## config.mk

```make
export PLATFORM = sky130hd
export DESIGN_NAME = mm_regs
export DESIGN_NICKNAME = d
export VERILOG_FILES = /design/src/source/imgproc_pkg.sv /design/src/source/mm_regs.sv
export VERILOG_INCLUDE_DIRS = /design/src /design/src/source
export SDC_FILE = /design/constraint.sdc
export NUM_CORES = 1
export LEC_CHECK = 0
export ABC_AREA = 1
export BUFFER_PORTS_ARGS = -buffer_cell sky130_fd_sc_hd__buf_2
export CORE_MARGIN = 2
export CORE_UTILIZATION = 35
export DETAILED_ROUTE_END_ITERATION = 7
export MAX_ROUTING_LAYER = met4
export PLACE_DENSITY_LB_ADDON = 0.12
export SKIP_CTS_REPAIR_TIMING = 1
export SKIP_LAST_GASP = 1
export SLEW_MARGIN = 20
export SYNTH_ARGS = -nofsm -noshare
export SYNTH_HDL_FRONTEND = slang
export SYNTH_SLANG_ARGS = --single-unit
```

## constraint.sdc

```tcl
create_clock -name clk -period 2.7 [get_ports clk]
set_input_delay 0.54 -clock clk [delete_from_list [all_inputs] [get_ports clk]]
set_output_delay 0.54 -clock clk [all_outputs]
set_load 0.005 [all_outputs]
```

## src/source/imgproc_cfg.svh

```systemverilog
`ifndef IMGPROC_CFG_SVH
`define IMGPROC_CFG_SVH

// Frame geometry in pixels, up to 2047 each
`define IMAGE_W 16
`define IMAGE_H 12

// Width of an x or y coordinate
`define COORD_W 11

// Message FIFO size in 32-bit words
`define MSG_FIFO_DEPTH 64

// Video frames between two messages
`define MSG_INTERVAL 6

// Words per message: min and max for red, green, blue
`define MSG_WORDS 6

// Register map of the memory-mapped port
`define ADDR_STATUS 3'd0
`define ADDR_MSG 3'd1
`define ADDR_ID 3'd2

// Fixed value of the ID register
`define ID_WORD 32'h1234EEE2

`endif

```

## src/source/imgproc_pkg.sv

```systemverilog
`include "imgproc_cfg.svh"

package imgproc_pkg;

	// Plain vector types
	typedef logic [`COORD_W-1:0] coord_t;
	typedef logic [7:0] channel_t;
	typedef logic [31:0] msg_word_t;
	typedef logic [2:0] addr_t;

	// One RGB pixel, red in the top byte
	typedef struct packed {
		channel_t red;
		channel_t green;
		channel_t blue;
	} pixel_t;

	// Contents of one stream stage
	typedef struct packed {
		pixel_t pixel;
		logic sop;
		logic eop;
	} beat_t;

	// Pixel class, one-hot in RGB order
	typedef enum logic [2:0] {
		NONE = 3'b000,
		RED = 3'b100,
		GREEN = 3'b010,
		BLUE = 3'b001
	} colour_e;

	// Per-beat record from the pipeline to the tracker
	typedef struct packed {
		logic valid;
		logic sop;
		logic eop;
		logic video;
		coord_t x;
		coord_t y;
		colour_e colour;
	} track_t;

	typedef struct packed {
		coord_t x_min;
		coord_t x_max;
		coord_t y_min;
		coord_t y_max;
	} box_t;

	typedef struct packed {
		box_t red;
		box_t green;
		box_t blue;
	} box_set_t;

	typedef enum logic [0:0] {
		IDLE = 1'b0,
		EMIT = 1'b1
	} msg_state_e;

endpackage

```

## src/source/mm_regs.sv

```systemverilog
`timescale 1ns/10ps
`include "imgproc_cfg.svh"

module mm_regs (
	input logic clk,
	input logic reset_n,
	input logic s_chipselect,
	input logic s_read,
	input logic s_write,
	input imgproc_pkg::addr_t s_address,
	input imgproc_pkg::msg_word_t s_writedata,
	output imgproc_pkg::msg_word_t s_readdata,
	input imgproc_pkg::msg_word_t fifo_head,
	input logic [7:0] fifo_used,
	input logic fifo_empty,
	output logic rd_en,
	output logic flush
);

	// Status bits
	// 15:8 FIFO word count, read only
	// 7:0 scratch byte, bit 4 of a write also flushes
	logic [7:0] scratch;
	logic read_d;
	logic rd_strobe;
	logic wr_strobe;

	assign rd_strobe = s_chipselect & s_read;
	assign wr_strobe = s_chipselect & s_write;

	//////////////////////////////////////////////////////////////////////
	// Writes
	//////////////////////////////////////////////////////////////////////

	always_ff @(posedge clk) begin
		if (!reset_n)
			scratch <= '0;
		else if (wr_strobe && s_address == `ADDR_STATUS)
			scratch <= s_writedata[7:0];
	end

	assign flush = wr_strobe & (s_address == `ADDR_STATUS) & s_writedata[4];

	//////////////////////////////////////////////////////////////////////
	// Reads
	//////////////////////////////////////////////////////////////////////

	always_ff @(posedge clk) begin
		if (!reset_n) begin
			s_readdata <= '0;
			read_d <= 1'b0;
		end else begin
			read_d <= rd_strobe;
			if (rd_strobe) begin
				case (s_address)
					`ADDR_STATUS: s_readdata <= {16'b0, fifo_used, scratch};
					`ADDR_MSG: s_readdata <= fifo_head;
					`ADDR_ID: s_readdata <= `ID_WORD;
					default: s_readdata <= '0;
				endcase
			end
		end
	end

	// Pop on the rising edge of the read only, so a held read pops once
	assign rd_en = rd_strobe & ~read_d & ~fifo_empty & (s_address == `ADDR_MSG);

endmodule

```

==> impl_metrics.csv <==
group,metric,value,unit
drt,drt_first_pass_iters,4,
yosys,synth_top_family_by_area,"simple AND/OR/NAND/NOR gates",
global_routing,grt_pass1_wl,7.31,mm
yosys,syn_inst,239,
worst_setup_path,crit_required,2160,ps
power,p_per_area,574,mW/mm²
yosys,ys_top_cells_by_area,"dfxtp_1, a21oi_1, nand2_1, nand3_1, o21ai_0",
clocking,cts_made_buffers,5,
clocking,cts_buffer_depth,2,
global_routing,grt_use_total,0.172,
drt,dr_wl_met2,2.18,mm
drt,wl_per_cell,11.9,µm
status,status,"complete, no violations",
sta,worstMarginPinSlew,534,ps
worst_setup_path,end_kind,"output port",
place,placedCellCount,387,
global_routing,antenna_found_initial,0,
worst_setup_path,cp_top_family,"simple AND/OR/NAND/NOR gates",
worst_setup_path,reg2reg_from,"scratch[4]",
floorplanning,coreArea,0.00501,mm²
power,power,0.00137,W
place,place_hpwl,3.26,mm
yosys,yosysSeqAreaShare,0.459,
worst_setup_path,critPathSlowestCell,"nor4_1",
power,ir_worst_vdd,0.280,mV
floorplanning,ios,115,
worst_setup_path,crit_start,"s_chipselect",
worst_setup_path,startpoint_type,"input pin",
drt,vias,1822,
drt,dr_wl_met3,333,µm
yosys,synthXorXnorAreaFrac,0,
sta,finalSetupTns,0,ps
yosys,synth_mux_area_frac,0,
drt,highest_layer,"met4",
global_routing,globalRoute.totalOverflow,0,
flow_run,drv_cap,0,
clocking,clkTransAtPathRegs,80,ps
yosys,netlist_area,0.00179,mm²
sta,drv_slew,0,
clocking,cts_root_buf,"clkbuf_8",
worst_setup_path,path_cells,"buf_2, nand2_2, nor4_1, buf_2",
yosys,syn_area_per_cell,7.49,µm²
yosys,synth-edff-count,0,
yosys,ys_ff_latch,41,
drt,drt.antenna.violating_nets,0,
yosys,synth_cell_types,23,
drt,viasPerCell,4.61,
floorplanning,die-height,75.5,µm
layout,n_antenna_cell,0,
sta,finalCritPeriodShare,0.712,
sta,layout_min_cycle_time,1920,ps
layout,drive_gt1_frac,0.332,
layout,final_cells,395,
worst_setup_path,cp_max_fo,19,
place,port_buffers,90,
worst_setup_path,cp_num_buf_inv,2,
global_routing,grt_start_max_net_pins,28,
sta,max_slew_margin,0.642,
place,place_congestion,0.745,
yosys,ys_warn_count,0,
floorplanning,die_w,75.5,µm
drt,drt_wl_total,4.70,mm
sta,clock_skew,3.40,ps
clocking,cts.sinks,41,
power,leakagePower,1.12,nW
min_path,worstHoldStart,"scratch[2]",
sta,finalHoldViolCount,0,
worst_setup_path,crit_path_max_incr_delay,300,ps
drt,drt_iter0_drc,116,
clocking,clock_latency,290,ps
yosys,async_reset_ff_frac,0,
sta,fmax,0.520,GHz
yosys,synth-main-ff-cell,"dfxtp_1",
floorplanning,num_rows,26,
layout,area_growth,33.5,%
yosys,synth_compound_area_frac,0.193,
sta,setup_violations,0,
yosys,syn_nets,320,
yosys,yosysTopAreaCell,"dfxtp_1",
floorplanning,initial_core_util,0.357,
yosys,synthSimpleGateAreaFrac,0.255,
worst_setup_path,crit_top_cell,"buf_2",
worst_setup_path,criticalPathCategory,"in2out",
floorplanning,dieArea,0.00570,mm²
layout,nNetsFinal,405,
min_path,hold_path_class,"reg2reg",
clocking,htreeDepth,2,
clocking,cts_tree,"yes",
drt,met1_length,2.17,mm
worst_setup_path,arrival,1380,ps
sta,rsz0062_at_grt,"no",
yosys,synth_top_area_share,0.459,
yosys,synthAdderAreaFrac,0,
drt,drc,0,
global_routing,grt_pass1_vias,1611,
## power by group
part / leakage (nW) / internal, W / switching [W]
Sequential: 0.334 / 0.000627 / 0.0000101
Clock: 0.0681 / 0.000367 / 0.000208
Combinational: 0.714 / 0.0000688 / 0.0000903
Total: 1.12 / 0.00106 / 0.000308
## final timing paths
path	slack, ps	cells after the start	to
hold reg to reg	450	2	scratch[2]
hold / removal	450	2	scratch[2]
setup / recovery	780	4	rd_en
setup reg to reg	1930	4	s_readdata[4]
## placed cells by master, fill, tap and decap left out, types with 3 or more instances in the layout
master	count
buf_4	3
nand3_1	36
nand2_1	50
inv_1	15
clkbuf_8	5
buf_2	90
dfxtp_1	41
a21oi_1	40
o21ai_0	27
## per-layer routing
layer	track usage	up-vias
li1	-	969
met1	0.208	798
met2	0.285	53
met3	0.0516	2
met4	0.0351	0
met5	-	-
## cell usage after synthesis, types with 2 or more instances
cell,count
nand2_1,50
dfxtp_1,41
a21oi_1,40
nand3_1,36
o21ai_0,27
inv_1,15
buf_2,7
buf_6,3
clkbuf_1,3
buf_4,2
inv_2,2
o21ai_1,2
## through the flow
step                      hold slack, ps  area [µm²]  worst slack (ps)  utilization
after floorplan                      424        1790              1060            -
after global placement               434        2250               724        0.450
after detailed placement             439        2250               714        0.450
after CTS                            453        2390               774        0.477
after global routing                 477        2390               696        0.477
final                                452        2390               778        0.477
## flip-flops by register name, indices dropped and copies added (netlist names)
register,flops
read_d,1
s_readdata,32
scratch,8
## worst min-delay path, stage by stage (launching register included)
cell     delay [ps]
dfxtp_1         320
inv_1            50
a21oi_1          50
## cell type report
type | count | area (µm²)
fill | 554 | 2620
sequential | 41 | 821
multi-input combinational | 164 | 801
timing repair buffer | 93 | 473
tap | 70 | 87.6
inverter | 19 | 72.6
clock buffer | 5 | 68.8
clock inverter | 3 | 65.1
## cells by family after synthesis
family | after synthesis
flip-flops | 41
AO/OA/AOI/OAI | 69
buffers and inverters | 34
AND/OR/NAND/NOR | 95
(Power assumes the default switching activity.)
