[src/source/imgproc_cfg.svh]
`ifndef IMGPROC_CFG_SVH
`define IMGPROC_CFG_SVH

// Frame geometry in pixels, up to 2047 each
`define IMAGE_W 16
`define IMAGE_H 12

// Width of an x or y coordinate
`define COORD_W 11

// Message FIFO size in 32-bit words
`define MSG_FIFO_DEPTH 64

// Video frames between two messages
`define MSG_INTERVAL 6

// Words per message: min and max for red, green, blue
`define MSG_WORDS 6

// Register map of the memory-mapped port
`define ADDR_STATUS 3'd0
`define ADDR_MSG 3'd1
`define ADDR_ID 3'd2

// Fixed value of the ID register
`define ID_WORD 32'h1234EEE2

`endif

[src/source/imgproc_pkg.sv]
`include "imgproc_cfg.svh"

package imgproc_pkg;

	// Plain vector types
	typedef logic [`COORD_W-1:0] coord_t;
	typedef logic [7:0] channel_t;
	typedef logic [31:0] msg_word_t;
	typedef logic [2:0] addr_t;

	// One RGB pixel, red in the top byte
	typedef struct packed {
		channel_t red;
		channel_t green;
		channel_t blue;
	} pixel_t;

	// Contents of one stream stage
	typedef struct packed {
		pixel_t pixel;
		logic sop;
		logic eop;
	} beat_t;

	// Pixel class, one-hot in RGB order
	typedef enum logic [2:0] {
		NONE = 3'b000,
		RED = 3'b100,
		GREEN = 3'b010,
		BLUE = 3'b001
	} colour_e;

	// Per-beat record from the pipeline to the tracker
	typedef struct packed {
		logic valid;
		logic sop;
		logic eop;
		logic video;
		coord_t x;
		coord_t y;
		colour_e colour;
	} track_t;

	typedef struct packed {
		coord_t x_min;
		coord_t x_max;
		coord_t y_min;
		coord_t y_max;
	} box_t;

	typedef struct packed {
		box_t red;
		box_t green;
		box_t blue;
	} box_set_t;

	typedef enum logic [0:0] {
		IDLE = 1'b0,
		EMIT = 1'b1
	} msg_state_e;

endpackage

[src/source/box_tracker.sv]
`timescale 1ns/10ps
`include "imgproc_cfg.svh"

module box_tracker (
	input logic clk,
	input logic reset_n,
	input imgproc_pkg::track_t track,
	output logic frame_done,
	output imgproc_pkg::box_set_t boxes
);
	import imgproc_pkg::*;

	// Empty-box values, min at the far corner and max at the origin
	localparam coord_t X_LAST = coord_t'(`IMAGE_W - 1);
	localparam coord_t Y_LAST = coord_t'(`IMAGE_H - 1);

	// Index 0 red, 1 green, 2 blue
	box_t work_q [3];
	box_t work_d [3];
	logic [2:0] hit;
	logic pixel_valid;
	logic frame_end;

	// Only data beats count as pixels
	assign pixel_valid = track.valid & ~track.sop;
	assign hit[0] = pixel_valid & (track.colour == RED);
	assign hit[1] = pixel_valid & (track.colour == GREEN);
	assign hit[2] = pixel_valid & (track.colour == BLUE);

	// Last beat of a video packet closes the frame
	assign frame_end = track.valid & track.eop & track.video;

	//////////////////////////////////////////////////////////////////////
	// Working bounds
	//////////////////////////////////////////////////////////////////////

	always_comb begin
		for (int i = 0; i < 3; i++) begin
			work_d[i] = work_q[i];
			if (track.valid && track.sop) begin
				// New packet, start from an empty box
				work_d[i].x_min = X_LAST;
				work_d[i].x_max = '0;
				work_d[i].y_min = Y_LAST;
				work_d[i].y_max = '0;
			end else if (hit[i]) begin
				if (track.x < work_q[i].x_min)
					work_d[i].x_min = track.x;
				if (track.x > work_q[i].x_max)
					work_d[i].x_max = track.x;
				if (track.y < work_q[i].y_min)
					work_d[i].y_min = track.y;
				// Raster order, so the latest hit is the lowest row
				work_d[i].y_max = track.y;
			end
		end
	end

	always_ff @(posedge clk) begin
		if (track.valid) begin
			for (int i = 0; i < 3; i++)
				work_q[i] <= work_d[i];
		end
	end

	//////////////////////////////////////////////////////////////////////
	// End of frame
	//////////////////////////////////////////////////////////////////////

	// Latch includes the eop pixel itself
	always_ff @(posedge clk) begin
		if (frame_end) begin
			boxes.red <= work_d[0];
			boxes.green <= work_d[1];
			boxes.blue <= work_d[2];
		end
	end

	// One-cycle strobe alongside the new boxes
	always_ff @(posedge clk) begin
		if (!reset_n)
			frame_done <= 1'b0;
		else
			frame_done <= frame_end;
	end

endmodule

[config.mk]
export PLATFORM = sky130hd
export DESIGN_NAME = box_tracker
export DESIGN_NICKNAME = d
export VERILOG_FILES = /design/src/source/imgproc_pkg.sv /design/src/source/box_tracker.sv
export VERILOG_INCLUDE_DIRS = /design/src /design/src/source
export SDC_FILE = /design/constraint.sdc
export NUM_CORES = 1
export LEC_CHECK = 0
export BUFFER_PORTS_ARGS = -buffer_cell sky130_fd_sc_hd__buf_2
export CAP_MARGIN = 5
export CORE_MARGIN = 2
export CORE_UTILIZATION = 50
export CTS_CLUSTER_SIZE = 25
export DETAILED_ROUTE_END_ITERATION = 16
export PLACE_DENSITY_LB_ADDON = 0.25
export REMOVE_ABC_BUFFERS = 1
export SYNTH_ARGS = -nofsm -noshare
export SYNTH_HDL_FRONTEND = slang
export SYNTH_SLANG_ARGS = --single-unit
[constraint.sdc]
create_clock -name clk -period 4.4 [get_ports clk]
set_clock_uncertainty 0.15 [all_clocks]
set_input_delay 0 -clock clk [delete_from_list [all_inputs] [get_ports clk]]
set_output_delay 0 -clock clk [all_outputs]
set_load 0.05 [all_outputs]
==> results.cfg <==
[clocking]
cts_buffers = 29
htreeDepth = 1
cts_tree = built
root_buffer = clkbuf_16
cts_buffer_depth = 3
clock_latency_ps = 540
clk_pin_slew_ps = 60
clock_sinks = 265
post_cts_buffers = 0

[worst_hold_path]
hp-class = in2reg

[sta]
finalCriticalPeriod_ps = 3060
finalMaxSlewViolations = 0
rsz0062_at_grt = false
period_share = 0.696
final_hold_viol_count = 0
maxSlewHeadroom = 0.262
fmax_mhz = 326
setup_viol = 0
tightest_slew_ps = 1110
finalSetupTns_ps = 0

[worst_setup_path]
slowest_delay_ps = 1060
required_ps = 4450
worstPathCellList = dlygate4sd3_1 > buf_6 > buf_4 > and3_4 > buf_12
cp.arrival_ps = 3110
path_max_fanout = 77
worstSetupPathType = in2reg
slowest_stage = and3_4
endpoint_kind = flop
cp-start-kind = input port

[synth]
yosysSeqAreaShare = 0.617
synth_most_common_cell = edfxtp_1
synth_top_area_share = 0.615
synthAdderAreaFrac = 0.0903
yosysWarnings = 0
synth_compound_area_frac = 0.128
synth_top_family_by_area = compound AO/OA/AOI/OAI gates
synthTopCellsByCount = edfxtp_1 (264), inv_1 (106), nand2_1 (103), ha_1 (93), a21oi_1 (86)
ys.flop_type = edfxtp_1
synthXorXnorAreaFrac = 0
synthCells = 1057
async_flop_share = 0
synth_seq_cells = 265
synth_edf_count = 264
synth_area_leaders = edfxtp_1 (62%), ha_1 (9.0%), a21oi_1 (3.3%)
synth_top_cell_by_area = edfxtp_1
syn_area_um2 = 12900
synthMuxAreaShare = 0.0117
syn_avg_cell_area_um2 = 12.2
synthSimpleGateAreaFrac = 0.102
yosysUniqueCellTypes = 49

[power]
p_leak_uw = 0.00604
intPower_uw = 4770
swShare = 0.252
clockPowerShare = 0.398
pwr-share-seq = 0.474
power.density_nw_per_um2 = 420
peakVddDrop_v = 0.000299
switchingPower_uw = 1610
combPwrFrac = 0.128

[route]
via_per_inst = 5.76
vias = 9105
drtIter0Drc = 867
ant_nets = 0
dr.pass1.iters = 6
drc_errors = 0
drt_wl_total_um = 30800
wire_per_inst_um = 19.4

[global_route]
antenna_found_initial = 1
gr-usage-all-layers = 0.225
grt_max_degree = 78
grt_pass1_wl_um = 47000
overflow = 0
grt_pass1_vias = 8609

[place]
portBuffers = 163
numPlacedInstances = 1503
dp_hpwl_um = 19500
place.gp.congestion = 0.851

[floorplanning]
rows = 58
die_area_um2 = 27100
die_y_um = 165
core_um2 = 25300
start_util = 0.510
ios = 164
die_w_um = 165

[run_status]
outcome = complete, no violations

[finish]
stdcell_count = 1582
finalNetCount = 1352
drive_above_1_share = 0.187
area_growth_pct = 18.0

[job]
drv_cap = 0
[worst max-delay path, delay by kind of cell]
family	cells	cell delay, ps
buf+inv	4	1810
simple gates	1	1060
[cells in the final DEF, fill, tap and decap left out, types with 24 or more instances in the layout]
master,Yosys,layout
edfxtp_1,264,264
o21ai_0,41,41
o31ai_1,27,27
buf_2,15,162
nand2_1,103,102
nand3_1,48,48
dlygate4sd3_1,0,24
a21oi_1,86,86
clkbuf_16,0,29
nor2_1,37,37
ha_1,93,93
inv_1,106,106
[what timing repair did]
item                       4_1_cts  5_1_grt
hold endpoints to repair       218        0
hold buffers                    24        0
gates resized for setup          0        0
setup endpoints to repair        0        0
[cell type report]
class / count / area, µm²
fill: 2041 / 10100
multi-input combinational: 630 / 4300
clock buffer: 32 / 737
sequential: 265 / 7950
antenna: 1 / 2.50
inverter: 107 / 402
timing repair buffer: 195 / 1130
clock inverter: 22 / 265
tap: 330 / 413
[state kept, by name (all words and copies together) (netlist names)]
name and cells:
boxes 132, work_q 132, frame_done 1
[power groups by stage]
stage / clock network [µW] / registers (µW) / logic, µW
global placement: 0 / 3070 / 771
CTS: 2590 / 3020 / 817
global route: 2690 / 3040 / 907
finish: 2540 / 3020 / 816
floorplan: 0 / 3200 / 402
detailed placement: 0 / 3070 / 795
[stage by stage]
step                 util  instance area, µm²  total power, µW  setup slack, ps  hold slack (ps)
finish              0.602               15200             6380             1340             35.4
global route        0.602               15200             6630             1180             50.6
CTS                 0.602               15200             6420             1340             20.5
detailed placement  0.553               14000             3870             1320             55.3
global placement    0.553               14000             3840             1430             57.7
floorplan               -               12600             3610              641            -37.5
[metal layers]
metal,share of wire,track usage,vias to the layer above
li1,-,-,4335
met1,0.45,0.332,4354
met2,0.45,0.344,343
met3,0.070,0.0329,71
met4,0.027,0.0775,2
met5,0.00039,0,-
[path summary, 6_finish.rpt]
kind,start,endpoint,slack (ps),depth (start not counted)
worst max register to register,work_q[0][30]$_DFFE_PP_,work_q[0][22]$_DFFE_PP_,1560,7
worst min-delay path,reset_n,frame_done$_SDFF_PN0_,40,3
worst min register to register,work_q[0][97]$_DFFE_PP_,work_q[0][97]$_DFFE_PP_,470,2
worst max-delay path,track[28],boxes[126]$_DFFE_PP_,1340,5
[kinds of logic (layout without fill, tap and decap cells)]
logic type / after synthesis / after routing
multiplexers: 15 / 15
AO/OA/AOI/OAI: 258 / 258
buffers and inverters: 162 / 356
flip-flops: 265 / 265
other: 0 / 1
adder cells (fa/ha/maj): 93 / 93
AND/OR/NAND/NOR: 264 / 264
No activity file was read; power rests on OpenSTA's default activity.
