--- src/source/imgproc_cfg.svh ---
`ifndef IMGPROC_CFG_SVH
`define IMGPROC_CFG_SVH

// Frame geometry in pixels, up to 2047 each
`define IMAGE_W 16
`define IMAGE_H 12

// Width of an x or y coordinate
`define COORD_W 11

// Message FIFO size in 32-bit words
`define MSG_FIFO_DEPTH 64

// Video frames between two messages
`define MSG_INTERVAL 6

// Words per message: min and max for red, green, blue
`define MSG_WORDS 6

// Register map of the memory-mapped port
`define ADDR_STATUS 3'd0
`define ADDR_MSG 3'd1
`define ADDR_ID 3'd2

// Fixed value of the ID register
`define ID_WORD 32'h1234EEE2

`endif

--- src/source/imgproc_pkg.sv ---
`include "imgproc_cfg.svh"

package imgproc_pkg;

	// Plain vector types
	typedef logic [`COORD_W-1:0] coord_t;
	typedef logic [7:0] channel_t;
	typedef logic [31:0] msg_word_t;
	typedef logic [2:0] addr_t;

	// One RGB pixel, red in the top byte
	typedef struct packed {
		channel_t red;
		channel_t green;
		channel_t blue;
	} pixel_t;

	// Contents of one stream stage
	typedef struct packed {
		pixel_t pixel;
		logic sop;
		logic eop;
	} beat_t;

	// Pixel class, one-hot in RGB order
	typedef enum logic [2:0] {
		NONE = 3'b000,
		RED = 3'b100,
		GREEN = 3'b010,
		BLUE = 3'b001
	} colour_e;

	// Per-beat record from the pipeline to the tracker
	typedef struct packed {
		logic valid;
		logic sop;
		logic eop;
		logic video;
		coord_t x;
		coord_t y;
		colour_e colour;
	} track_t;

	typedef struct packed {
		coord_t x_min;
		coord_t x_max;
		coord_t y_min;
		coord_t y_max;
	} box_t;

	typedef struct packed {
		box_t red;
		box_t green;
		box_t blue;
	} box_set_t;

	typedef enum logic [0:0] {
		IDLE = 1'b0,
		EMIT = 1'b1
	} msg_state_e;

endpackage

--- src/source/msg_writer.sv ---
`timescale 1ns/10ps
`include "imgproc_cfg.svh"

module msg_writer (
	input logic clk,
	input logic reset_n,
	input logic frame_done,
	input imgproc_pkg::box_set_t boxes,
	input logic [7:0] fifo_used,
	output logic wr_en,
	output imgproc_pkg::msg_word_t wr_data
);
	import imgproc_pkg::*;

	localparam logic [7:0] RELOAD = 8'(`MSG_INTERVAL - 1);
	localparam logic [2:0] LAST_WORD = 3'(`MSG_WORDS - 1);

	msg_state_e state;
	logic [7:0] frame_cnt;
	logic [2:0] word_idx;
	logic [8:0] fifo_free;
	logic room;

	box_t sel_box;
	colour_e sel_code;
	coord_t word_x;
	coord_t word_y;
	logic is_max;

	// Room for a whole message
	assign fifo_free = 9'(`MSG_FIFO_DEPTH) - {1'b0, fifo_used};
	assign room = fifo_free >= 9'(`MSG_WORDS);

	always_ff @(posedge clk) begin
		if (!reset_n) begin
			state <= IDLE;
			frame_cnt <= '0;
			word_idx <= '0;
		end else begin
			if (state == EMIT) begin
				word_idx <= word_idx + 1'b1;
				if (word_idx == LAST_WORD)
					state <= IDLE;
			end
			if (frame_done) begin
				if (frame_cnt != '0) begin
					frame_cnt <= frame_cnt - 1'b1;
				end else if (room) begin
					frame_cnt <= RELOAD;
					state <= EMIT;
					word_idx <= '0;
				end
				// Counter at zero and FIFO too full: retry next frame
			end
		end
	end

	//////////////////////////////////////////////////////////////////////
	// Word format
	//////////////////////////////////////////////////////////////////////

	// Pairs of words per colour, min first
	always_comb begin
		case (word_idx[2:1])
			2'd0: begin
				sel_box = boxes.red;
				sel_code = RED;
			end
			2'd1: begin
				sel_box = boxes.green;
				sel_code = GREEN;
			end
			default: begin
				sel_box = boxes.blue;
				sel_code = BLUE;
			end
		endcase
	end

	assign is_max = word_idx[0];
	assign word_x = is_max ? sel_box.x_max : sel_box.x_min;
	assign word_y = is_max ? sel_box.y_max : sel_box.y_min;

	// Code 31:29, max flag 28, x 26:16, y 10:0
	assign wr_data = {sel_code, is_max, 1'b0, word_x, 5'b0, word_y};
	assign wr_en = (state == EMIT);

endmodule

--- config.mk ---
export PLATFORM = sky130hd
export DESIGN_NAME = msg_writer
export DESIGN_NICKNAME = d
export VERILOG_FILES = /design/src/source/imgproc_pkg.sv /design/src/source/msg_writer.sv
export VERILOG_INCLUDE_DIRS = /design/src /design/src/source
export SDC_FILE = /design/constraint.sdc
export NUM_CORES = 1
export LEC_CHECK = 0
export BUFFER_PORTS_ARGS = -buffer_cell sky130_fd_sc_hd__buf_2
export CORE_MARGIN = 5
export CORE_UTILIZATION = 36
export DETAILED_ROUTE_END_ITERATION = 8
export PLACE_DENSITY = 0.81
export REMOVE_ABC_BUFFERS = 1
export SLEW_MARGIN = 5
export SYNTH_ARGS = -nofsm -noshare
export SYNTH_HDL_FRONTEND = slang
export SYNTH_SLANG_ARGS = --single-unit
--- constraint.sdc ---
create_clock -name clk -period 2.4 [get_ports clk]
set_input_delay 0.24 -clock clk [delete_from_list [all_inputs] [get_ports clk]]
set_output_delay 0.24 -clock clk [all_outputs]
set_load 0.01 [all_outputs]
==> qor.yml <==
clock_network:
  cts_buffer_depth: 2
  postCtsSetupRepairBufs: 0
  clk_latency_ns: 0.24
  cts_tree: "yes"
  numCtsBuffers: 3
  cts_sinks: 12
  h-tree-depth: 1
  cts_hold_buf: 0
  root_buffer: "clkbuf_8"
  post_cts_resized: 0
  clk_pin_slew_ns: 0.05
die:
  die_w_um: 79.6
  die_area_mm2: 0.00634
  start_util_pct: 37.0
  core-area_mm2: 0.00472
  rows: 25
  die_y_um: 79.6
  io_pins: 176
global_route:
  grt_remaining_overflow: 0
  grt_pass1_vias: 2088
  track_usage_pct: 19.7
  grt_antenna_before_repair: 0
  grt_pass1_wl_mm: 9.78
  grt_max_degree: 39
hold_path:
  min_from: "reset_n"
  min_to: "frame_cnt[0]"
  min_path_cells: 2
  min-delay-path-class: "primary input to flop"
cells_and_area:
  n_fill_cell: 416
  synthToLayoutAreaGrowth_pct: 55.5
  fin_nets: 506
  fin_cells: 424
  seq_area_um2: 241
  drive_gt1_share_pct: 60.2
  multi_input_area_mm2: 0.00138
  design_area_mm2: 0.00271
  n_antenna_cell: 0
route:
  dr_wl_met3_um: 588
  wl_per_cell_um: 15.5
  dr.pass1.iters: 4
  drt-initial-drc-count: 39
  drcViolationCount: 0
  met2_length_mm: 3.37
  antenna_left: 0
  dr.max_layer_used: "met4"
  wl_met1_mm: 2.30
  avgViaCountPerCell: 4.99
  wl_mm: 6.56
  vias: 2115
placement:
  gp_congestion: 0.860
  place.detailed.hpwl_mm: 5.74
  dp_cells: 420
  portBuffers: 169
  dpl-instance-area_mm2: 0.00266
  dp_slack_ns: 0.329
setup_path:
  worstPathArrival_ns: 2.19
  worst-path-max-fanout: 12
  crit_type: "flop to flop"
  cp_cell_sequence: "or4_4 > or3b_4 > nor4_2 > buf_4 > or3_1 > a21oi_2"
  worst_path_largest_cell_delay_ns: 0.56
  startpoint_type: "flop"
  r2r_start: "frame_cnt[3]"
  critPathRequiredTime_ns: 2.52
  cp-end-kind: "flop"
  r2r_cells: 6
  crit_slowest_cell: "or4_4"
  ff2ff_setup_slack_ns: 0.33
  timing.rr.end: "frame_cnt[4]"
logic_synthesis:
  synth_area_per_cell_um2: 9.00
  synth_area_mm2: 0.00175
  syn_inst: 194
  synth_edf_count: 0
  ys_seq_area_share_pct: 13.8
  synth_cell_types: 38
  synthFlopType: "dfxtp_1"
  ys_async_sr_fraction_pct: 0
  yosys.area.top_type: "mux4_2"
  ys_ff_latch: 12
  synth_top_area_share_pct: 28.4
  ys_top_cells_by_area: "mux4_2 (28%), dfxtp_1 (14%), mux2i_1 (13%)"
  ys_warn_count: 0
timing:
  finalSetupViolCount: 0
  rsz0062_at_grt: "no"
  hold_viol: 0
  slew_violations: 0
  timing.final.crit_share_pct: 86.4
  min_period_ns: 2.07
  tns_ns: 0
  fmax_ghz: 0.482
  finClkSkew_ns: 0.00502
  setup_slack_ns: 0.326
pwr:
  p_comb_share_pct: 73.2
  total_power_mw: 2.14
  powerDensity_mw_per_mm2: 790
  leakagePower_nw: 1.30
  p_switching_uw: 880
  seq_power_share_pct: 16.5
  ir_drop_v: 0.000396
  internal_power_mw: 1.26
  switching_share_pct: 41.0
  clock_power_share_pct: 10.3
run:
  cap_violations: 0
status:
  status: "finished clean"
-- area by class of cell --
type	count	share of cell area, %
multi-input combinational	157	50.7
timing repair buffer	177	34.3
sequential	12	8.90
tap	67	3.09
clock buffer	4	2.03
inverter	7	0.968
-- registers in the layout, summed over array words and instances (netlist names) --
| register | cells |
|---|---|
| frame_cnt | 8 |
| word_idx | 3 |
| wr_en | 1 |
-- worst max path at each step --
stage                             from            to  slack, ns  cells past startpoint
after floorplan            word_idx[0]    wr_data[0]      -0.59                      3
after global placement    frame_cnt[3]  frame_cnt[5]       0.36                      6
after detailed placement  frame_cnt[3]  frame_cnt[7]       0.33                      6
after CTS                 frame_cnt[3]  frame_cnt[4]       0.33                      6
after global routing      frame_cnt[3]  frame_cnt[5]       0.22                      6
final                     frame_cnt[3]  frame_cnt[4]       0.33                      6
-- worst max-delay path: cells and delay by family (launching register included) --
kind,cells,cell delay [ns]
AOI/OAI and AO/OA,1,0.05
buffers and inverters,1,0.21
DFF,1,0.34
and+or+nand+nor,4,1.34
-- cells in the final DEF, fill, tap and decap left out, types with 2 or more instances in the layout --
| master | instances |
|---|---|
| a21oi_1 | 25 |
| a21oi_2 | 5 |
| buf_12 | 2 |
| buf_2 | 169 |
| buf_4 | 6 |
| clkbuf_8 | 4 |
| conb_1 | 6 |
| dfxtp_1 | 11 |
| ha_1 | 5 |
| inv_1 | 7 |
| mux2i_1 | 23 |
| mux4_2 | 22 |
| nand2_1 | 4 |
| nand2b_1 | 2 |
| nor2_1 | 29 |
| nor3_1 | 2 |
| o21ai_1 | 6 |
| or3_1 | 5 |
| xnor2_1 | 3 |
| xor2_1 | 2 |
-- kinds of logic (layout without fill, tap and decap cells) --
logic type	after synthesis	count (layout)	synth area share (%)
and+or+nand+nor	55	55	16.4
AOI/OAI and AO/OA	41	41	13.5
muxes	45	45	41.6
buffers and inverters	30	188	8.46
adders and majority gates	5	5	3.58
xor gates and xnor gates	5	5	2.51
DFF	12	12	13.8
other	1	6	0.215
-- routing by layer --
metal / track usage, % / vias up
li1: - / 1035
met1: 20.4 / 960
met2: 35.5 / 96
met3: 5.19 / 24
met4: 11.0 / 0
met5: 0 / -
-- metrics by stage --
step,hold WS (ns),utilization [%]
2_1_floorplan,0.357,-
3_3_place_gp,0.483,56.3
3_5_place_dp,0.484,56.3
4_1_cts,0.224,57.5
5_1_grt,0.265,57.5
6_report,0.228,57.5
-- synth_stat cells (2+ instances only) --
library cell,number
mux4_2,22
buf_2,4
clkbuf_1,8
mux2i_1,23
nand2b_1,2
nor2_1,29
nand2_1,4
xor2_1,2
a21oi_1,25
nor3_1,2
a21oi_2,5
ha_1,5
xnor2_1,3
buf_4,8
inv_1,7
or3_1,5
buf_1,3
dfxtp_1,12
o21ai_1,6
-- power groups by stage --
stage | clock network [mW] | logic, mW | registers (mW)
floorplan | 0 | 0.963 | 0.484
global placement | 0 | 1.55 | 0.351
detailed placement | 0 | 1.58 | 0.357
CTS | 0.229 | 1.59 | 0.354
global route | 0.240 | 1.72 | 0.366
finish | 0.222 | 1.57 | 0.353
No activity file was read; power rests on OpenSTA's default activity.
