## src/source/imgproc_cfg.svh

```systemverilog
`ifndef IMGPROC_CFG_SVH
`define IMGPROC_CFG_SVH

// Frame geometry in pixels, up to 2047 each
`define IMAGE_W 16
`define IMAGE_H 12

// Width of an x or y coordinate
`define COORD_W 11

// Message FIFO size in 32-bit words
`define MSG_FIFO_DEPTH 64

// Video frames between two messages
`define MSG_INTERVAL 6

// Words per message: min and max for red, green, blue
`define MSG_WORDS 6

// Register map of the memory-mapped port
`define ADDR_STATUS 3'd0
`define ADDR_MSG 3'd1
`define ADDR_ID 3'd2

// Fixed value of the ID register
`define ID_WORD 32'h1234EEE2

`endif

```

## src/source/imgproc_pkg.sv

```systemverilog
`include "imgproc_cfg.svh"

package imgproc_pkg;

	// Plain vector types
	typedef logic [`COORD_W-1:0] coord_t;
	typedef logic [7:0] channel_t;
	typedef logic [31:0] msg_word_t;
	typedef logic [2:0] addr_t;

	// One RGB pixel, red in the top byte
	typedef struct packed {
		channel_t red;
		channel_t green;
		channel_t blue;
	} pixel_t;

	// Contents of one stream stage
	typedef struct packed {
		pixel_t pixel;
		logic sop;
		logic eop;
	} beat_t;

	// Pixel class, one-hot in RGB order
	typedef enum logic [2:0] {
		NONE = 3'b000,
		RED = 3'b100,
		GREEN = 3'b010,
		BLUE = 3'b001
	} colour_e;

	// Per-beat record from the pipeline to the tracker
	typedef struct packed {
		logic valid;
		logic sop;
		logic eop;
		logic video;
		coord_t x;
		coord_t y;
		colour_e colour;
	} track_t;

	typedef struct packed {
		coord_t x_min;
		coord_t x_max;
		coord_t y_min;
		coord_t y_max;
	} box_t;

	typedef struct packed {
		box_t red;
		box_t green;
		box_t blue;
	} box_set_t;

	typedef enum logic [0:0] {
		IDLE = 1'b0,
		EMIT = 1'b1
	} msg_state_e;

endpackage

```

## src/source/msg_fifo.sv

```systemverilog
`timescale 1ns/10ps
`include "imgproc_cfg.svh"

module msg_fifo (
	input logic clk,
	input logic reset_n,
	input logic flush,
	input logic wr_en,
	input imgproc_pkg::msg_word_t wr_data,
	input logic rd_en,
	output imgproc_pkg::msg_word_t head,
	output logic [7:0] used,
	output logic empty
);
	import imgproc_pkg::*;

	localparam int PTR_W = $clog2(`MSG_FIFO_DEPTH);
	localparam logic [PTR_W-1:0] PTR_LAST = PTR_W'(`MSG_FIFO_DEPTH - 1);

	msg_word_t mem [`MSG_FIFO_DEPTH];
	logic [PTR_W-1:0] rd_ptr;
	logic [PTR_W-1:0] wr_ptr;
	logic [7:0] count;
	logic full;
	logic do_wr;
	logic do_rd;

	assign full = (count == 8'(`MSG_FIFO_DEPTH));
	assign empty = (count == '0);
	assign do_wr = wr_en & ~full;
	assign do_rd = rd_en & ~empty;

	// Pointers and count
	always_ff @(posedge clk) begin
		if (!reset_n || flush) begin
			rd_ptr <= '0;
			wr_ptr <= '0;
			count <= '0;
		end else begin
			if (do_wr)
				wr_ptr <= (wr_ptr == PTR_LAST) ? '0 : wr_ptr + 1'b1;
			if (do_rd)
				rd_ptr <= (rd_ptr == PTR_LAST) ? '0 : rd_ptr + 1'b1;
			if (do_wr && !do_rd)
				count <= count + 1'b1;
			else if (do_rd && !do_wr)
				count <= count - 1'b1;
		end
	end

	always_ff @(posedge clk) begin
		if (do_wr)
			mem[wr_ptr] <= wr_data;
	end

	// Show-ahead, oldest word always on head
	assign head = mem[rd_ptr];
	assign used = count;

endmodule

```

## config.mk

```make
export PLATFORM = sky130hd
export DESIGN_NAME = msg_fifo
export DESIGN_NICKNAME = d
export VERILOG_FILES = /design/src/source/imgproc_pkg.sv /design/src/source/msg_fifo.sv
export VERILOG_INCLUDE_DIRS = /design/src /design/src/source
export SDC_FILE = /design/constraint.sdc
export NUM_CORES = 2
export LEC_CHECK = 0
export ABC_AREA = 1
export BUFFER_PORTS_ARGS = -buffer_cell sky130_fd_sc_hd__buf_2
export CAP_MARGIN = 25
export CORE_MARGIN = 1.5
export CORE_UTILIZATION = 57
export DETAILED_ROUTE_END_ITERATION = 12
export PLACE_DENSITY = 0.73
export SLEW_MARGIN = 20
export SYNTH_ARGS = -nofsm -noshare
export SYNTH_HDL_FRONTEND = slang
export SYNTH_SLANG_ARGS = --single-unit
```

## constraint.sdc

```tcl
create_clock -name clk -period 4.3 [get_ports clk]
set_clock_uncertainty 0.1 [all_clocks]
set_input_delay 0.645 -clock clk [delete_from_list [all_inputs] [get_ports clk]]
set_output_delay 0.645 -clock clk [all_outputs]
set_load 0.01 [all_outputs]
```

==> flow_summary_export.csv <==
group,metric,value,unit
global_route,grt_pass1_vias,53537,
yosys,ys_seq_area_frac,0.743,
detailed_routing,topRoutingLayerUsed,"met5",
floorplanning,core_region_area,0.145,sq mm
worst_setup_path,cp_slowest_cell,"dfxtp_4",
detailed_routing,detailroute.wirelength.met2,103000,um
run_status,run_status,"finished, final reports clean",
cts,ctsRootBufferMaster,"clkbuf_16",
global_route,grt_pass1_wl,325000,um
placed_design,port_buffers,77,
yosys,post_synth_inst_count,6911,
detailed_routing,detail_route.first_pass.iterations,8,
cts,cts_tree,"done",
layout,design.final.nets,6986,
detailed_routing,routedWlPerCell,24.1,um
cts,cts.hold.buffers_added,0,
worst_hold_path,min-delay-path-class,"in2reg",
timing,remaining_max_slew_budget_at_the_tightest_pin,0.299,
yosys,synth_warn,0,
detailed_routing,vias,55251,
worst_setup_path,crit_path_cell_trace,"buf_12 -> buf_12 -> nand2_1 -> nand3_1 -> nand3_1 -> nand3_1 -> nand3_1 -> nand2_1 -> nand2_1 -> nand2_1 -> buf_2",
yosys,number_of_nets_in_the_synthesized_netlist,6958,
global_route,globalRoute.totalOverflow,0,
worst_setup_path,path_depth,11,
timing,rsz0062_at_grt,"no",
floorplanning,floorplan.die.height,386,um
power_and_ir_drop,power.density_cell_area,481,mW/mm^2
worst_setup_path,startpoint_type,"register",
worst_hold_path,hold_path_depth,1,
timing,final_period_minus_worst_setup_slack,4.19,ns
timing,final_max_slew_viol_count,0,
power_and_ir_drop,vdd.ir_drop.worst,0.000362,V
worst_setup_path,largest_incremental_delay_on_the_critical_path,0.60,ns
job,maxCapViolCount,0,
layout,area_delta_synth_final,11.4,%
worst_setup_path,gate_family_responsible_for_the_most_delay_along_the_worst_path,"simple AND/OR/NAND/NOR gates",
timing,final-hold-violation-count,0,
floorplanning,io_pins,78,
yosys,synth_area_per_cell,12.1,sq um
worst_setup_path,ff2ff_path_depth,11,
detailed_routing,wl_met3,24500,um
global_route,grt_usage,0.292,
timing,period_share,0.975,
power_and_ir_drop,static-leakage-power,32.6,nW
yosys,ys_seq_elements,2074,
global_route,grt_antenna_before_repair,12,
layout,post_route_cells_drive_above_1_share,0.0881,
floorplanning,horizontal_extent_of_the_die,386,um
cts,worst_setup_hold_path_clk_slew,0.07,ns
detailed_routing,drc_errors,0,
detailed_routing,drt-vias-per-instance,6.13,
placed_design,routabilityCongestion,0.885,
layout,finish.utilization,0.639,
floorplanning,rows,140,
cts,cts_buffers,195,
worst_setup_path,worst-path-max-fanout,127,
timing,achievable-frequency,238,MHz
cts,clock_tree_sinks,2074,
timing,worst-slew-pin-transition,1.05,ns
yosys,yosysUniqueCellTypes,28,
timing,finalSetupViolCount,0,
cts,cts_max_path_buffers,3,
floorplanning,floorplan.initialDensity,0.574,
worst_setup_path,critPathKind,"reg2out",
placed_design,dpl.hpwl,115000,um
floorplanning,die_outline_area,0.149,sq mm
global_route,grt_max_degree,158,
worst_setup_path,cp_num_buf_inv,3,
cts,clk_latency_worst_skew_pair,0.82,ns
timing,fin_tns_setup,0,ns
detailed_routing,routedLengthMet1,81600,um
yosys,netlist_area,0.0834,sq mm
detailed_routing,route.antenna.remaining_nets,0,
cts,cts_max_level,4,
worst_setup_path,arrival,3.45,ns
worst_setup_path,crit_path_end_kind,"primary output",
detailed_routing,drt_iter0_drc,7470,
worst_setup_path,required,3.56,ns
detailed_routing,routed_wl,217000,um
==> metal layers <==
metal  global-route usage  vias up
li1                     -    24644
met1                0.401    26850
met2                0.466     3246
met3               0.0573      495
met4                0.113       16
met5                    0        -
==> synthesized netlist by cell type <==
library cell | n | area, sq um
xor2_1 | 5 | 43.8
nor2_1 | 82 | 308
inv_2 | 2 | 7.51
buf_4 | 25 | 188
o21ai_0 | 10 | 50.1
inv_4 | 1 | 6.26
buf_1 | 42 | 158
o31ai_1 | 1 | 7.51
clkinv_1 | 1 | 3.75
clkbuf_1 | 92 | 345
inv_1 | 38 | 143
xnor2_1 | 2 | 17.5
ha_1 | 9 | 113
a21oi_1 | 18 | 90.1
dfxtp_1 | 26 | 521
buf_2 | 267 | 1340
nand2_1 | 2269 | 8520
a21o_1 | 2 | 15.0
nand3_1 | 1928 | 9650
a211oi_1 | 1 | 7.51
o211ai_1 | 2 | 15.0
buf_6 | 25 | 282
nor3_1 | 3 | 15.0
edfxtp_1 | 2048 | 61500
a31oi_1 | 1 | 6.26
or2_2 | 1 | 6.26
nand4_1 | 9 | 56.3
fa_1 | 1 | 20.0
==> cells by family (layout without fill, tap and decap cells) <==
logic type,count (synthesis),in the layout,synth area share
flops,2074,2074,0.743
xor+xnor,7,7,0.000735
fa+ha+maj,10,10,0.00159
compound gates,35,35,0.00229
other cells,0,1,0
buf+inv,493,679,0.0296
simple gates,4292,4292,0.222
==> registers in the layout, summed over array words and instances (netlist names), named ones only <==
signal and flops:
used 8, rd_ptr 6, wr_ptr 6, mem 2048
==> path summary, 6_finish.rpt <==
kind | startpoint | endpoint | slack (ns)
setup / recovery | register | head[27] | 0.11
hold / removal | wr_data[29] | mem[41][29] | 0.13
setup reg to reg | used[0] | mem[1][3] | 0.91
hold reg to reg | rd_ptr[2] | register | 0.40
==> report_power, final <==
group / total [mW] / internal [mW] / switching (mW)
registers: 22.4 / 22.3 / 0.0800
clock network: 16.7 / 9.37 / 7.29
logic: 5.66 / 1.65 / 4.01
total: 44.7 / 33.3 / 11.4
==> final cells by class <==
class                      instances  area [sq um]
sequential                      2074         62000
fill                           10518         52500
multi-input combinational       4344         19400
clock buffer                     235          5130
timing repair buffer             281          2700
tap                             1917          2400
clock inverter                   120           993
inverter                          42           216
timing repair inverter             1          11.3
antenna                            1          2.50
==> repair_timing <==
action	4_1_cts	5_1_grt
setup endpoints to repair	0	27
buffers inserted	0	4
gates resized for setup	0	7
==> layout by cell type (no fill, tap or decap), types with 2 or more instances in the layout <==
cell	instances
clkinv_2	40
ha_1	9
buf_12	55
clkinv_1	55
buf_4	150
buf_16	4
inv_6	6
o211ai_1	2
nand4_1	9
nand3_1	1928
buf_2	71
a21o_1	2
dfxtp_4	5
bufinv_16	15
nand2_1	2269
edfxtp_1	2048
inv_16	2
dfxtp_1	20
nor2_1	19
xor2_1	5
clkbuf_16	199
inv_1	36
clkinv_8	4
xnor2_1	2
clkbuf_1	34
clkbuf_8	2
o21ai_0	10
inv_8	3
a21oi_1	18
nor3_1	2
nor2_4	63
==> worst register-to-register path: stages, from the launching register on <==
cell and delay (ns):
dfxtp_1 0.44, inv_1 0.07, nand3_1 0.11, inv_1 0.05
nand4_1 0.06, nand2_1 0.10, buf_4 0.20, inv_1 0.30
nand4_1 0.33, buf_4 0.30, nor2_4 0.66, buf_4 0.35
==> per-stage QoR <==
stage	instances	cell area (sq um)	worst slack (ns)	hold slack, ns	total power, mW
final	9015	92900	0.106	0.134	44.7
after global routing	9014	92900	0.00626	0.119	46.1
after CTS	9004	92700	0.0124	0.116	44.7
after detailed placement	8649	86600	0.895	0.386	28.3
after global placement	8637	86300	0.878	0.368	28.2
after floorplan	6911	83400	0.581	0.363	26.5
No activity file was read; power rests on OpenSTA's default activity.
